==> config.mk <==
export PLATFORM = sky130hd
export DESIGN_NAME = axil_req_slice
export DESIGN_NICKNAME = d
export VERILOG_FILES = /design/src/hdl/axil_bridge_pkg.sv /design/src/hdl/axil_req_slice.sv
export SDC_FILE = /design/constraint.sdc
export NUM_CORES = 1
export LEC_CHECK = 0
export ABC_AREA = 1
export BUFFER_PORTS_ARGS = -buffer_cell sky130_fd_sc_hd__buf_2
export CORE_MARGIN = 2
export CORE_UTILIZATION = 25
export DETAILED_ROUTE_END_ITERATION = 8
export SYNTH_ARGS = -nofsm -noshare
export SYNTH_HDL_FRONTEND = slang
export SYNTH_SLANG_ARGS = --single-unit
==> constraint.sdc <==
create_clock -name i_aclk -period 3.6 [get_ports i_aclk]
set_input_delay 0 -clock i_aclk [delete_from_list [all_inputs] [get_ports i_aclk]]
set_output_delay 0 -clock i_aclk [all_outputs]
set_load 0.1 [all_outputs]
==> src/hdl/axil_bridge_pkg.sv <==
////////////////////////////////////////
// Shared widths, fixed IDs and channel payloads
// for the AXI-lite to AXI4 SRAM subsystem.
// Modules take it by a wildcard import.
////////////////////////////////////////
package axil_bridge_pkg;

	// Bus widths
	localparam int ADDR_W = 32;
	localparam int DATA_W = 32;
	localparam int STRB_W = DATA_W/8;
	localparam int ID_W   = 4;

	// Fixed IDs used by the bridge on the AXI4 side
	localparam logic [ID_W-1:0] WRITE_ID = 4'h1;
	localparam logic [ID_W-1:0] READ_ID  = 4'h2;

	// Byte offset bits, doubles as the AXI size code
	localparam int ADDR_LSB = 2;

	// SRAM depth and word index width
	localparam int MEM_WORDS = 256;
	localparam int IDX_W     = $clog2(MEM_WORDS);

	// Response codes
	localparam logic [1:0] RESP_OKAY   = 2'b00;
	localparam logic [1:0] RESP_SLVERR = 2'b10;

	////////////////////////////////////////
	// AXI-lite payloads
	////////////////////////////////////////

	// Shared by AW and AR
	typedef struct packed {
		logic [ADDR_W-1:0] addr;
		logic [2:0]        prot;
	} axil_aw_t;

	typedef struct packed {
		logic [DATA_W-1:0] data;
		logic [STRB_W-1:0] strb;
	} axil_w_t;

	typedef struct packed {
		logic [DATA_W-1:0] data;
		logic [1:0]        resp;
	} axil_r_t;

	////////////////////////////////////////
	// AXI4 payloads
	////////////////////////////////////////

	// Shared by AW and AR
	typedef struct packed {
		logic [ID_W-1:0]   id;
		logic [ADDR_W-1:0] addr;
		logic [7:0]        len;
		logic [2:0]        size;
		logic [1:0]        burst;
		logic              lock;
		logic [3:0]        cache;
		logic [2:0]        prot;
		logic [3:0]        qos;
	} axi_a_t;

	typedef struct packed {
		logic [DATA_W-1:0] data;
		logic [STRB_W-1:0] strb;
		logic              last;
	} axi_w_t;

	typedef struct packed {
		logic [ID_W-1:0] id;
		logic [1:0]      resp;
	} axi_b_t;

	typedef struct packed {
		logic [ID_W-1:0]   id;
		logic [DATA_W-1:0] data;
		logic              last;
		logic [1:0]        resp;
	} axi_r_t;

	// Address split as seen by the SRAM
	typedef struct packed {
		logic [ADDR_W-IDX_W-ADDR_LSB-1:0] hi;
		logic [IDX_W-1:0]                 idx;
		logic [ADDR_LSB-1:0]              off;
	} axi_addr_fields_t;

	typedef union packed {
		logic [ADDR_W-1:0] raw;
		axi_addr_fields_t  f;
	} axi_addr_u;

endpackage

==> src/hdl/axil_req_slice.sv <==
////////////////////////////////////////
// Request register slice on the AXI-lite
// side. One entry per AW, W and AR channel
// breaks the ready path toward the master.
////////////////////////////////////////
`timescale 1ns/10ps

module axil_req_slice
	import axil_bridge_pkg::*;
(
	input  logic     i_aclk,
	input  logic     i_reset,
	// Write address in and out
	input  logic     i_aw_valid,
	output logic     o_aw_ready,
	input  axil_aw_t i_aw,
	output logic     o_aw_valid,
	input  logic     i_aw_ready,
	output axil_aw_t o_aw,
	// Write data in and out
	input  logic     i_w_valid,
	output logic     o_w_ready,
	input  axil_w_t  i_w,
	output logic     o_w_valid,
	input  logic     i_w_ready,
	output axil_w_t  o_w,
	// Read address in and out
	input  logic     i_ar_valid,
	output logic     o_ar_ready,
	input  axil_aw_t i_ar,
	output logic     o_ar_valid,
	input  logic     i_ar_ready,
	output axil_aw_t o_ar
);

	// Control vectors, bit 0 AW, bit 1 W, bit 2 AR
	logic [2:0] in_valid;
	logic [2:0] in_ready;
	logic [2:0] out_ready;
	logic [2:0] full;
	logic [2:0] load;

	assign in_valid  = {i_ar_valid, i_w_valid, i_aw_valid};
	assign out_ready = {i_ar_ready, i_w_ready, i_aw_ready};

	// Open while empty, or when the held entry leaves this cycle
	assign in_ready = ~full | out_ready;
	assign load     = in_valid & in_ready;

	assign {o_ar_ready, o_w_ready, o_aw_ready} = in_ready;
	assign {o_ar_valid, o_w_valid, o_aw_valid} = full;

	////////////////////////////////////////
	// Full flags
	////////////////////////////////////////

	always_ff @(posedge i_aclk)
	begin
		if (i_reset)
			full <= '0;
		else
			// Set on a load, clear on a drain with nothing behind it
			full <= load | (full & ~out_ready);
	end

	////////////////////////////////////////
	// Payload registers
	////////////////////////////////////////

	always_ff @(posedge i_aclk)
	begin
		if (load[0])
			o_aw <= i_aw;
		if (load[1])
			o_w <= i_w;
		if (load[2])
			o_ar <= i_ar;
	end

endmodule

==> results of run 1 <==
-- per-stage QoR --
step / cell area [sq um] / std cells / hold WS [ps]
after detailed placement: 4698 / 525 / 178.1
after floorplan: 3318 / 124 / 62.44
after global placement: 4698 / 525 / 176.5
-- cells by family after synthesis --
| logic type | Yosys count | synth area share, % |
|---|---|---|
| AOI/OAI and AO/OA | 6 | 1.018 |
| buffers and inverters | 6 | 0.6787 |
| DFF | 109 | 97.74 |
| and+or+nand+nor | 3 | 0.5657 |
==> parameters.txt, run 1 <==
Parameter                              Value

Placed design
  Total half-perimeter wirelength after legalization and detailed placement    5764 um
  Pre-CTS WS    1890 ps
  Port bufs    225
  Weighted congestion at the end of routability-driven global placement    0.7664

Synthesis
  Yosys warnings    0
  Post-synthesis register bit count    109
  Async set-or-reset flop fraction in the synthesized netlist    0%
  Cells after Synth    124
  Netlist cell types    7
  Netlist Area Pre-Place    3318 sq um
  Most common library cells after synthesis    sky130_fd_sc_hd__edfxtp_1, sky130_fd_sc_hd__a21oi_1, sky130_fd_sc_hd__inv_1, sky130_fd_sc_hd__dfxtp_1, sky130_fd_sc_hd__nand2_2
  Area share of the largest cell type after synthesis    95.93%
  Most frequently used cell type in the post-synthesis netlist    sky130_fd_sc_hd__edfxtp_1
  Portion of the post-synthesis area used by sequential elements    97.74%
  Count of flip-flops with a built-in enable after synthesis    around 110
  Post-Syn Nets    238
  Main flop type after synthesis    sky130_fd_sc_hd__edfxtp_1
  Cell type with the largest total area after synthesis    sky130_fd_sc_hd__edfxtp_1
  Average footprint of a synthesized cell    roughly 27 sq um
  Most area-consuming cells after synthesis    sky130_fd_sc_hd__edfxtp_1, sky130_fd_sc_hd__dfxtp_1, sky130_fd_sc_hd__a21oi_1, sky130_fd_sc_hd__nand2_2, sky130_fd_sc_hd__inv_1

Clock network
  Clock net sink count    109
  Number of clock buffers inserted by TritonCTS    9
  H-Tree Level Count    3
  Hold bufs inserted after CTS    109
  Setup repair bufs after CTS    0
  Worst-case clock buffer depth    2
  Buffer type at the clock tree root    sky130_fd_sc_hd__clkbuf_16
  Number of gates given a new drive strength after cts    0

Floorplanning
  Die height    between 100 and 150 um
  Die width    119.2 um
  Initial standard-cell utilization of the core    around 25%
  IO Pins    226
  Standard-cell rows    42

Status
  Result of the run    aborted with a tool error
  Last stage the flow got to    4_1_cts
  Error message    [ERROR RSZ-0060] Max buffer count reached.
==> run 2: changes to the inputs <==
Settings changed: CORE_UTILIZATION 25 to 20, PLACE_DENSITY_LB_ADDON from default to 0.15.
==> run 2 against run 1 <==
  * The flow now finishes without violations
  * Synthesized cell count unchanged
  * Area after synthesis unchanged
==> parameters.txt, run 2 <==
Parameter                              Value

Critical path
  Critical path buffers and inverters    0
  Capturing element type of the critical path    flop
  Setup Crit Path Kind    flop to flop
  Family with the most delay on the worst path    compound AO/OA/AOI/OAI gates
  Series of cell instances along the critical path    a21oi_4
  Maximum fanout along the worst path    35
  Nature of the critical path startpoint    flop
  CP required    ~3600 ps
  Arrival @ worst endpoint    1640 ps
  Origin of the worst setup path    full[0]
  CP max stage cell    sky130_fd_sc_hd__a21oi_4
  Delay of the slowest cell on the worst path    930 ps
  Worst flop-to-flop path startpoint    full[0]

Global routing
  First-pass GRT wire length    approximately 14000 um
  GRT Overall Usage    a little over a tenth
  Vias in the first global route    between 2000 and 3000
  Largest net degree at the start of global routing    37
  Initial antenna violation count    0
  Residual overflow from global routing    0

STA
  Number of setup violations in the final report    0
  Final total negative setup slack    0 ps
  Peak Freq    0.5966 GHz
  Time the worst path needs with I/O delays and setup    1676 ps
  Clock Skews    roughly 7.0 ps
  Slew at the pin with the worst max-slew slack    roughly 1200 ps
  Slew headroom    21.18%
  Period utilization    46.56%
  Final count of hold timing violations    0
  Unrepaired setup endpoints after global routing    no
  Post-layout worst setup margin    1924 ps
  Count of final max-slew check failures    0

Synthesis
  Most frequently used cell type in the post-synthesis netlist    sky130_fd_sc_hd__edfxtp_1
  Cells after Synth    124 (unchanged)
  Netlist Area Pre-Place    3318 sq um (unchanged)
  Count of flip-flops with a built-in enable after synthesis    106 (unchanged)
  Most area-consuming cells after synthesis    sky130_fd_sc_hd__edfxtp_1, sky130_fd_sc_hd__dfxtp_1, sky130_fd_sc_hd__a21oi_1, sky130_fd_sc_hd__nand2_2, sky130_fd_sc_hd__inv_1
  Netlist cell types    7 (unchanged)
  Main flop type after synthesis    sky130_fd_sc_hd__edfxtp_1
  Area share of the largest cell type after synthesis    95.93% (unchanged)
  Post-synthesis register bit count    109 (unchanged)
  Async set-or-reset flop fraction in the synthesized netlist    0% (unchanged)
  Portion of the post-synthesis area used by sequential elements    97.74% (unchanged)
  Average footprint of a synthesized cell    26.76 sq um (unchanged)
  Cell type with the largest total area after synthesis    sky130_fd_sc_hd__edfxtp_1
  Yosys warnings    0 (unchanged)
  Most common library cells after synthesis    sky130_fd_sc_hd__edfxtp_1, sky130_fd_sc_hd__a21oi_1, sky130_fd_sc_hd__inv_1, sky130_fd_sc_hd__dfxtp_1, sky130_fd_sc_hd__nand2_2
  Post-Syn Nets    238 (unchanged)

Floorplanning
  Die width    132.8 um (+11%)
  Core outline area    16410 sq um
  Die height    132.8 um (+11%)
  Standard-cell rows    47 (+12%)
  Die area    around 18000 sq um
  Initial standard-cell utilization of the core    20.22% (-5.1 points)
  IO Pins    226 (unchanged)

Clock network
  Number of gates given a new drive strength after cts    0 (unchanged)
  Clock net sink count    109 (unchanged)
  H-Tree Level Count    3 (unchanged)
  TritonCTS clock tree    built
  Clock input transition at the sequential cells of the worst setup and hold paths    roughly 70 ps
  Insertion delay of the later-clocked pin in the worst-skew pair    approximately 340 ps
  Number of clock buffers inserted by TritonCTS    9 (unchanged)
  Worst-case clock buffer depth    2 (unchanged)
  Buffer type at the clock tree root    sky130_fd_sc_hd__clkbuf_16

Drt
  Remaining antenna violation count    0
  DR iter-0 viols    approximately 110
  DRT Wirelength    9369 um
  Met1 wire length    3394 um
  DRC violations left    0
  Vias    2518
  Per-cell via count in the routed design    3.613
  Post-detailed-route wirelength per cell    13.44 um
  Highest routed metal layer    met4
  Met3 routed WL    ~730 um
  DRT Pass-1 Iters    4
  Met2 wire len    around 5000 um

Flow run
  Maximum Capacitance Violations    0

Placed design
  Pre-CTS WS    1917 ps (+26.82 ps)
  Standard cell area after detailed placement    4753 sq um (+1.2%)
  Port bufs    225 (unchanged)
  Weighted congestion at the end of routability-driven global placement    0.7140 (-6.8%)

Finish
  Commonest non-fill, non-tap cell in the layout    sky130_fd_sc_hd__buf_2
  Most used cells in the layout excluding fill and tap cells    sky130_fd_sc_hd__buf_2, sky130_fd_sc_hd__dlygate4sd3_1, sky130_fd_sc_hd__edfxtp_1
  Registers with the most flip-flops    o_w (36), o_ar (35), o_aw (35)
  Final net count    586
  Reg area    3243 sq um
  Multi-input logic area    86.33 sq um
  Final core utilization    between 30% and 40%
  Biggest register    o_w
  Area added between synthesis and finish    85.97%
  Fillcell total    about 1600
  Ant. Diodes    0
  Design area    6171 sq um
  Max FFs per register    36
  Ratio of cells with drive above 1 in the final layout    51.99%

Worst hold path
  Tightest Hold Check Type    input pin to flop
  Hold path startpoint    i_w_valid

Pwr
  IR Drop Worst-Case VDD    0.0003347 V
  Post-route total power    3.284 mW
  Static leakage power    between 2 and 3 nW
  PD cells    532.1 nW/um^2

Status
  Result of the run    finished clean
==> run 2: cell counts after synthesis <==
No cell type changed its count.
==> run 2: worst paths after layout <==
| check | slack (ps) | depth (start not counted) | endpoint |
|---|---|---|---|
| hold reg to reg | 920 | 1 | o_w[31] |
| setup / recovery | 1920 | 1 | o_aw[11] |
| hold / removal | 260 | 3 | o_w[31] |
| setup reg to reg | 1920 | 1 | o_aw[11] |
==> run 2: through the flow <==
| stage | std cells | hold WS, ps |
|---|---|---|
| after floorplan | 124 | 62.44 |
| after global placement | 569 | 176.8 |
| after detailed placement | 569 | 178.1 |
| after CTS | 697 | 241.8 |
| after global routing | 697 | 277.5 |
| final | 697 | 255.1 |
==> run 2: per-layer routing <==
layer	up-vias	GRT usage [%]
met4	0	5.257
met5	-	0
met3	13	4.751
met1	1189	10.57
li1	1184	-
met2	132	19.23
==> run 2: area by class of cell <==
cell class | count | share of cell area, %
sequential | 109 | 52.55
tap | 220 | 4.461
clock inverter | 4 | 0.8110
multi-input combinational | 9 | 1.399
clock buffer | 12 | 3.994
inverter | 6 | 0.3650
timing repair buffer | 337 | 36.42
==> run 2: where the power goes <==
part | switching [mW] | internal (mW)
clock | 0.424 | 0.558
sequential | 0.0190 | 1.48
combinational | 0.630 | 0.172
==> run 2: logic make-up (layout without fill, tap and decap cells) <==
family | after synthesis | in the layout | share of synthesized area (%)
DFF | 109 | 109 | 97.74
AOI/OAI and AO/OA | 6 | 6 | 1.018
buffers and inverters | 6 | 359 | 0.6787
and+or+nand+nor | 3 | 3 | 0.5657
==> run 2: repair_timing <==
item / in CTS / in global routing
endpoints found under the hold margin: 109 / 0
hold buffers: 112 / 0
buffers inserted: 0 / 0
endpoints found under the setup margin: 0 / 0
No activity file was read; power rests on OpenSTA's default activity.
==> run 3: changes to the inputs <==
Settings changed: ABC_AREA 1 to 0.
Clock period 3.6 ns to 1.5 ns, I/O delays scaled along.
==> run 3 against run 2 <==
  * Maximum frequency increased by 38%
  * Worst hold slack better by 9.0 ps
  * First-iteration DRC count fell by 29%
  * Global-route usage is essentially flat
  * Non-clock buffer count is 2 higher
  * Core utilization grew 0.14 points
  * Clock power is 130% higher
  * Wire length shrank 1.0%
  * Synthesized cell count shrank 2.4%
  * Via count shrank 2.4%
  * Sequential share of layout area barely moved
  * Count of clock-buffer cells in the layout fell by 1
  * Critical path type unchanged
==> parameters.txt, run 3 <==
Parameter                              Value

Clock network
  Setup repair bufs after CTS    0 (unchanged)
  Insertion delay of the later-clocked pin in the worst-skew pair    340 ps (about the same)
  Clock net sink count    109 (unchanged)
  H-Tree Level Count    3 (unchanged)
  Number of gates given a new drive strength after cts    0 (unchanged)
  Clock input transition at the sequential cells of the worst setup and hold paths    70 ps (about the same)
  Buffer type at the clock tree root    sky130_fd_sc_hd__clkbuf_16
  Hold bufs inserted after CTS    112 (unchanged)
  TritonCTS clock tree    built
  Number of clock buffers inserted by TritonCTS    9 (unchanged)
  Worst-case clock buffer depth    2 (unchanged)

Synthesis
  Yosys warnings    0 (unchanged)
  Post-synthesis register bit count    109 (unchanged)
  Average footprint of a synthesized cell    27.52 sq um (+2.8%)
  Most frequently used cell type in the post-synthesis netlist    sky130_fd_sc_hd__edfxtp_1
  Area share of the largest cell type after synthesis    95.60% (-0.32 points)
  Netlist cell types    6 (-1)
  Cell type with the largest total area after synthesis    sky130_fd_sc_hd__edfxtp_1
  Netlist Area Pre-Place    3329 sq um (+0.34%)
  Portion of the post-synthesis area used by sequential elements    97.41% (-0.33 points)
  Async set-or-reset flop fraction in the synthesized netlist    0% (unchanged)
  Most area-consuming cells after synthesis    sky130_fd_sc_hd__edfxtp_1, sky130_fd_sc_hd__dfxtp_1, sky130_fd_sc_hd__nand2b_4, sky130_fd_sc_hd__and2_1, sky130_fd_sc_hd__a21oi_1
  Count of flip-flops with a built-in enable after synthesis    106 (unchanged)
  Post-Syn Nets    235 (-1.3%)
  Main flop type after synthesis    sky130_fd_sc_hd__edfxtp_1
  Cells after Synth    121 (-2.4%)

Drt
  Per-cell via count in the routed design    3.530 (-2.3%)
  Remaining antenna violation count    0 (unchanged)
  DRC violations left    0 (unchanged)
  DRT Pass-1 Iters    4 (unchanged)
  Post-detailed-route wirelength per cell    13.32 um (-0.88%)
  DR iter-0 viols    76 (-29%)
  Vias    2457 (-2.4%)
  DRT Wirelength    9273 um (-1.0%)

Critical path
  Maximum fanout along the worst path    35 (unchanged)
  Nature of the critical path startpoint    flop
  CP max stage cell    sky130_fd_sc_hd__and2_4
  CP required    1490 ps (-2070 ps)
  Capturing element type of the critical path    flop
  Setup Crit Path Kind    flop to flop
  Critical path buffers and inverters    0 (unchanged)
  Series of cell instances along the critical path    nand2b_4 > and2_4
  Arrival @ worst endpoint    1210 ps (-430 ps)
  Family with the most delay on the worst path    simple AND/OR/NAND/NOR gates
  Delay of the slowest cell on the worst path    440 ps (-490 ps)

Finish
  Commonest non-fill, non-tap cell in the layout    sky130_fd_sc_hd__buf_2
  Multi-input logic area    82.58 sq um (-4.3%)
  Biggest register    o_w
  Final net count    585 (-0.17%)
  Max FFs per register    36 (unchanged)
  Ant. Diodes    0 (unchanged)
  Most used cells in the layout excluding fill and tap cells    sky130_fd_sc_hd__buf_2, sky130_fd_sc_hd__dlygate4sd3_1, sky130_fd_sc_hd__edfxtp_1
  Reg area    3254 sq um (+0.35%)
  Fillcell total    1548 (-1.6%)
  Ratio of cells with drive above 1 in the final layout    52.10% (+0.11 points)
  Registers with the most flip-flops    o_w (36), o_ar (35), o_aw (35)
  Area added between synthesis and finish    86.06% (about the same)

Placed design
  Weighted congestion at the end of routability-driven global placement    0.7026 (-1.6%)
  Port bufs    225 (unchanged)
  Pre-CTS WS    271.8 ps (-1645 ps)
  Total half-perimeter wirelength after legalization and detailed placement    roughly 6500 um

STA
  Period utilization    81.00% (+34 points)
  Peak Freq    0.8230 GHz (+38%)
  Post-layout worst setup margin    285.0 ps (-1639 ps)
  Time the worst path needs with I/O delays and setup    1215 ps (-461.3 ps)
  Slew headroom    65.95% (+45 points)
  Unrepaired setup endpoints after global routing    no
  Final count of hold timing violations    0 (unchanged)
  Number of setup violations in the final report    0 (unchanged)
  Slew at the pin with the worst max-slew slack    514.4 ps (-665.2 ps)
  Clock Skews    4.553 ps (-2.458 ps)
  Count of final max-slew check failures    0 (unchanged)
  Final total negative setup slack    0 ps (unchanged)

Floorplanning
  Die area    17700 sq um (+0.33%)
  Initial standard-cell utilization of the core    20.29% (+0.069 points)
  Core outline area    16410 sq um (unchanged)
  Die width    133.0 um (+0.17%)
  Die height    133.0 um (+0.17%)
  IO Pins    226 (unchanged)
  Standard-cell rows    47 (unchanged)

Flow run
  Maximum Capacitance Violations    0 (unchanged)

Global routing
  Residual overflow from global routing    0 (unchanged)
  Initial antenna violation count    1 (+1)
  Vias in the first global route    2730 (-3.9%)
  Largest net degree at the start of global routing    36 (-2.7%)
  GRT Overall Usage    10.71% (-0.041 points)
  First-pass GRT wire length    14210 um (-0.39%)

Status
  Result of the run    finished clean

Pwr
  PD cells    1262 nW/um^2 (+140%)
  Static leakage power    2.621 nW (+1.0%)
  IR Drop Worst-Case VDD    0.0007755 V (+130%)

Worst hold path
  Tightest Hold Check Type    input pin to flop
[run 3: area by class of cell]
type,instances,share of cell area [%]
clock buffer,11,3.757
clock inverter,5,0.8281
inverter,3,0.1818
multi-input combinational,9,1.333
sequential,109,52.53
tap,220,4.444
timing repair buffer,339,36.92
[run 3: worst paths after layout]
| check | endpoint | start | depth (start not counted) | slack [ps] |
|---|---|---|---|---|
| worst max register to register | o_ar[30] | full[2] | 2 | 280 |
| worst min-delay path | o_w[33] | i_w_ready | 3 | 260 |
| worst max-delay path | o_ar[30] | full[2] | 2 | 280 |
| worst min register to register | o_w[33] | full[1] | 2 | 800 |
[run 3: layer usage]
metal  share of wire, %  vias to the layer above  GRT usage (%)
met4                3.3                        2          5.675
met5               0.22                        -              0
met2                 53                      121          18.97
met1                 34                     1137          10.57
li1                   -                     1174              -
met3                8.7                       23          4.636
[run 3: tightest hold or removal path: stages]
cell	delay, ps
sky130_fd_sc_hd__buf_2	80
sky130_fd_sc_hd__nand2b_4	110
sky130_fd_sc_hd__and2_4	250
[run 3: power by group]
group	internal [mW]	total (mW)	leakage (nW)	switching, mW
logic	0.432	1.93	1.43	1.50
clock network	1.28	2.29	0.139	1.01
registers	3.55	3.59	1.05	0.0428
[run 3: logic make-up after synthesis]
logic type	after synthesis	synth area share, %
DFF	109	97.41
buffers and inverters	3	0.3382
AOI/OAI and AO/OA	3	0.4508
and+or+nand+nor	6	1.804
[run 3: per-stage QoR]
step	hold WS, ps	power [mW]	util (%)	cells	area, sq um
finish	264.1	7.815	37.76	696	6195
global route	290.4	8.119	37.76	696	6195
global placement	176.1	5.372	29.19	568	4790
floorplan	59.36	5.010	-	121	3348
CTS	281.0	7.927	37.76	696	6195
detailed placement	178.1	5.370	29.19	568	4790
==> run 4: changes to the inputs <==
Settings changed: ABC_AREA 0 to 1.
Clock period 1.5 ns to 1.2 ns, I/O delays scaled along.
==> run 4 against run 3 <==
  * Worst hold slack worse by 19 ps
  * Die area shrank 0.33%
  * Clock skew grew 5.6 ps
  * Critical path depth rose by 4
  * Sequential cell count is the same
  * Cell count increased by 0.57%
  * Total power increased by 28%
  * Wire length decreased by 3.5%
  * Sequential power up 25%
  * Worst setup slack got worse by 250 ps
  * Via count grew 1.8%
  * Critical path type is now input pin to flop
==> parameters.txt, run 4 (same netlist as run 2, synthesis figures left out) <==
Parameter                              Value

Status
  Result of the run    finished clean

Critical path
  Capturing element type of the critical path    flop
  Nature of the critical path startpoint    input pin
  CP max stage cell    sky130_fd_sc_hd__dlygate4sd3_1
  Critical path buffers and inverters    4 (+4)
  Delay of the slowest cell on the worst path    550 ps (+110 ps)
  Family with the most delay on the worst path    buffers and inverters
  Arrival @ worst endpoint    1440 ps (+230 ps)
  CP required    1480 ps (about the same)
  Setup Crit Path Kind    input pin to flop
  CP dominant cell by count    sky130_fd_sc_hd__dlygate4sd3_1
  Series of cell instances along the critical path    dlygate4sd3_1 > buf_2 > inv_2 > nand2_2 > a21oi_1 > dlygate4sd3_1
  Maximum fanout along the worst path    2 (-94%)
  Setup slack of the most critical reg-to-reg path    50 ps (-230 ps)

Floorplanning
  Die area    17640 sq um (-0.33%)
  Die width    132.8 um (-0.17%)
  Die height    132.8 um (-0.17%)
  Standard-cell rows    47 (unchanged)
  Initial standard-cell utilization of the core    20.22% (-0.069 points)
  Core outline area    16410 sq um (unchanged)
  IO Pins    226 (unchanged)

Pwr
  PD cells    1595 nW/um^2 (+26%)
  IR Drop Worst-Case VDD    0.0007480 V (-3.5%)
  Static leakage power    2.650 nW (+1.1%)

Clock network
  TritonCTS clock tree    built
  Worst-case clock buffer depth    2 (unchanged)
  H-Tree Level Count    3 (unchanged)
  Number of clock buffers inserted by TritonCTS    9 (unchanged)
  Clock input transition at the sequential cells of the worst setup and hold paths    70 ps (about the same)
  Insertion delay of the later-clocked pin in the worst-skew pair    340 ps (about the same)
  Clock net sink count    109 (unchanged)
  Buffer type at the clock tree root    sky130_fd_sc_hd__clkbuf_16

Global routing
  Initial antenna violation count    0 (-1)
  Largest net degree at the start of global routing    37 (+2.8%)
  First-pass GRT wire length    13660 um (-3.9%)
  Vias in the first global route    2686 (-1.6%)
  Residual overflow from global routing    0 (unchanged)
  GRT Overall Usage    10.17% (-0.54 points)

STA
  Count of final max-slew check failures    0 (unchanged)
  Post-Route Hold Slack    245.2 ps (-18.90 ps)
  Post-layout worst setup margin    33.00 ps (-252.0 ps)
  Final count of hold timing violations    0 (unchanged)
  Time the worst path needs with I/O delays and setup    1167 ps
  Peak Freq    0.8569 GHz
  Slew at the pin with the worst max-slew slack    505.7 ps (-8.677 ps)
  Period utilization    between 90% and 100%
  Unrepaired setup endpoints after global routing    no
  Number of setup violations in the final report    0 (unchanged)
  Slew headroom    66.52% (+0.57 points)
  Clock Skews    10.14 ps (+5.582 ps)

Finish
  Final core utilization    38.24% (+0.49 points)
  Most used cells in the layout excluding fill and tap cells    sky130_fd_sc_hd__buf_2, sky130_fd_sc_hd__dlygate4sd3_1, sky130_fd_sc_hd__edfxtp_1
  Final Instance Count excl. Fillers    700 (+0.57%)
  Final net count    589 (+0.68%)
  Design area    6275 sq um (+1.3%)
  Commonest non-fill, non-tap cell in the layout    sky130_fd_sc_hd__buf_2
  Registers with the most flip-flops    o_w (36), o_ar (35), o_aw (35)
  Ant. Diodes    0 (unchanged)
  Biggest register    o_w
  Max FFs per register    36 (unchanged)
  Ratio of cells with drive above 1 in the final layout    52.71% (+0.61 points)
  Area added between synthesis and finish    89.10%

Placed design
  Standard cell area after detailed placement    4835 sq um (+0.94%)
  Pre-CTS WS    115.4 ps (-156.4 ps)
  Port bufs    225 (unchanged)
  Post-Place Cells    572 (+0.70%)
  Total half-perimeter wirelength after legalization and detailed placement    6015 um (-6.8%)
  Weighted congestion at the end of routability-driven global placement    0.7264 (+3.4%)

Drt
  Post-detailed-route wirelength per cell    12.79 um (-4.0%)
  DR iter-0 viols    28 (-63%)
  DRC violations left    0 (unchanged)
  Remaining antenna violation count    0 (unchanged)
  DRT Wirelength    8951 um (-3.5%)
  Per-cell via count in the routed design    3.573 (+1.2%)
  DRT Pass-1 Iters    4 (unchanged)
  Vias    2501 (+1.8%)

Worst hold path
  Tightest Hold Check Type    input pin to flop

Flow run
  Maximum Capacitance Violations    0 (unchanged)
-- run 4: changes by cell type in the layout (fill, tap and decap cells not counted), moves of 2 or more --
| cell | change |
|---|---|
| sky130_fd_sc_hd__a21oi_4 | +3 |
| sky130_fd_sc_hd__and2_4 | -3 |
| sky130_fd_sc_hd__buf_2 | -3 |
| sky130_fd_sc_hd__buf_4 | +3 |
| sky130_fd_sc_hd__nand2_4 | +2 |
| sky130_fd_sc_hd__nand2b_4 | -3 |
-- run 4: layout make-up --
type                       count  area [sq um]
inverter                       6         25.02
sequential                   109          3254
clock inverter                 5         76.32
fill                        1561         10130
tap                          220         275.3
clock buffer                  11         232.7
timing repair buffer         340          2315
multi-input combinational      9         96.34
-- run 4: metal layers --
layer  GRT usage, %  routed length [um]  vias up  part of all wire, %
met4          5.615                 212        0                  2.4
met5              0                   0        -                    0
met1          11.34                3628     1122                   41
met2          16.12                3996      178                   45
li1               -                   -     1188                    -
met3          4.751                1114       13                   12
-- run 4: timing repair --
action / 4_1_cts / 5_1_grt
endpoints found under the hold margin: 109 / 0
setup endpoints to repair: 3 / 1
hold buffers: 112 / 0
gates resized for setup: 3 / 1
setup buffers: 0 / 0
pin swaps: 0 / 0
-- run 4: worst min-delay path, cell delays in order --
cell and delay (ps):
sky130_fd_sc_hd__buf_2 90, sky130_fd_sc_hd__inv_1 90, sky130_fd_sc_hd__a21oi_4 50, sky130_fd_sc_hd__buf_12 170
-- run 4: path summary, 6_finish.rpt --
check	start	to	cells past startpoint
worst min-delay path	i_aw_valid	o_aw[26]	4
worst max-delay path	i_w_ready	full[1]	6
worst max register to register	full[2]	full[2]	3
worst min register to register	full[0]	o_aw[26]	2
-- run 4: stage by stage --
step | power (mW) | setup TNS, ps
6_report | 10.01 | 0
5_1_grt | 10.36 | 0
4_1_cts | 10.16 | 0
3_5_place_dp | 6.731 | 0
3_3_place_gp | 6.724 | 0
2_1_floorplan | 6.274 | -34570
-- run 4: power by group --
| part | switching, mW | internal, mW | leakage [nW] |
|---|---|---|---|
| Sequential | 0.0578 | 4.44 | 1.05 |
| Combinational | 1.89 | 0.547 | 1.45 |
| Clock | 1.26 | 1.82 | 0.147 |
| Total | 3.21 | 6.80 | 2.65 |
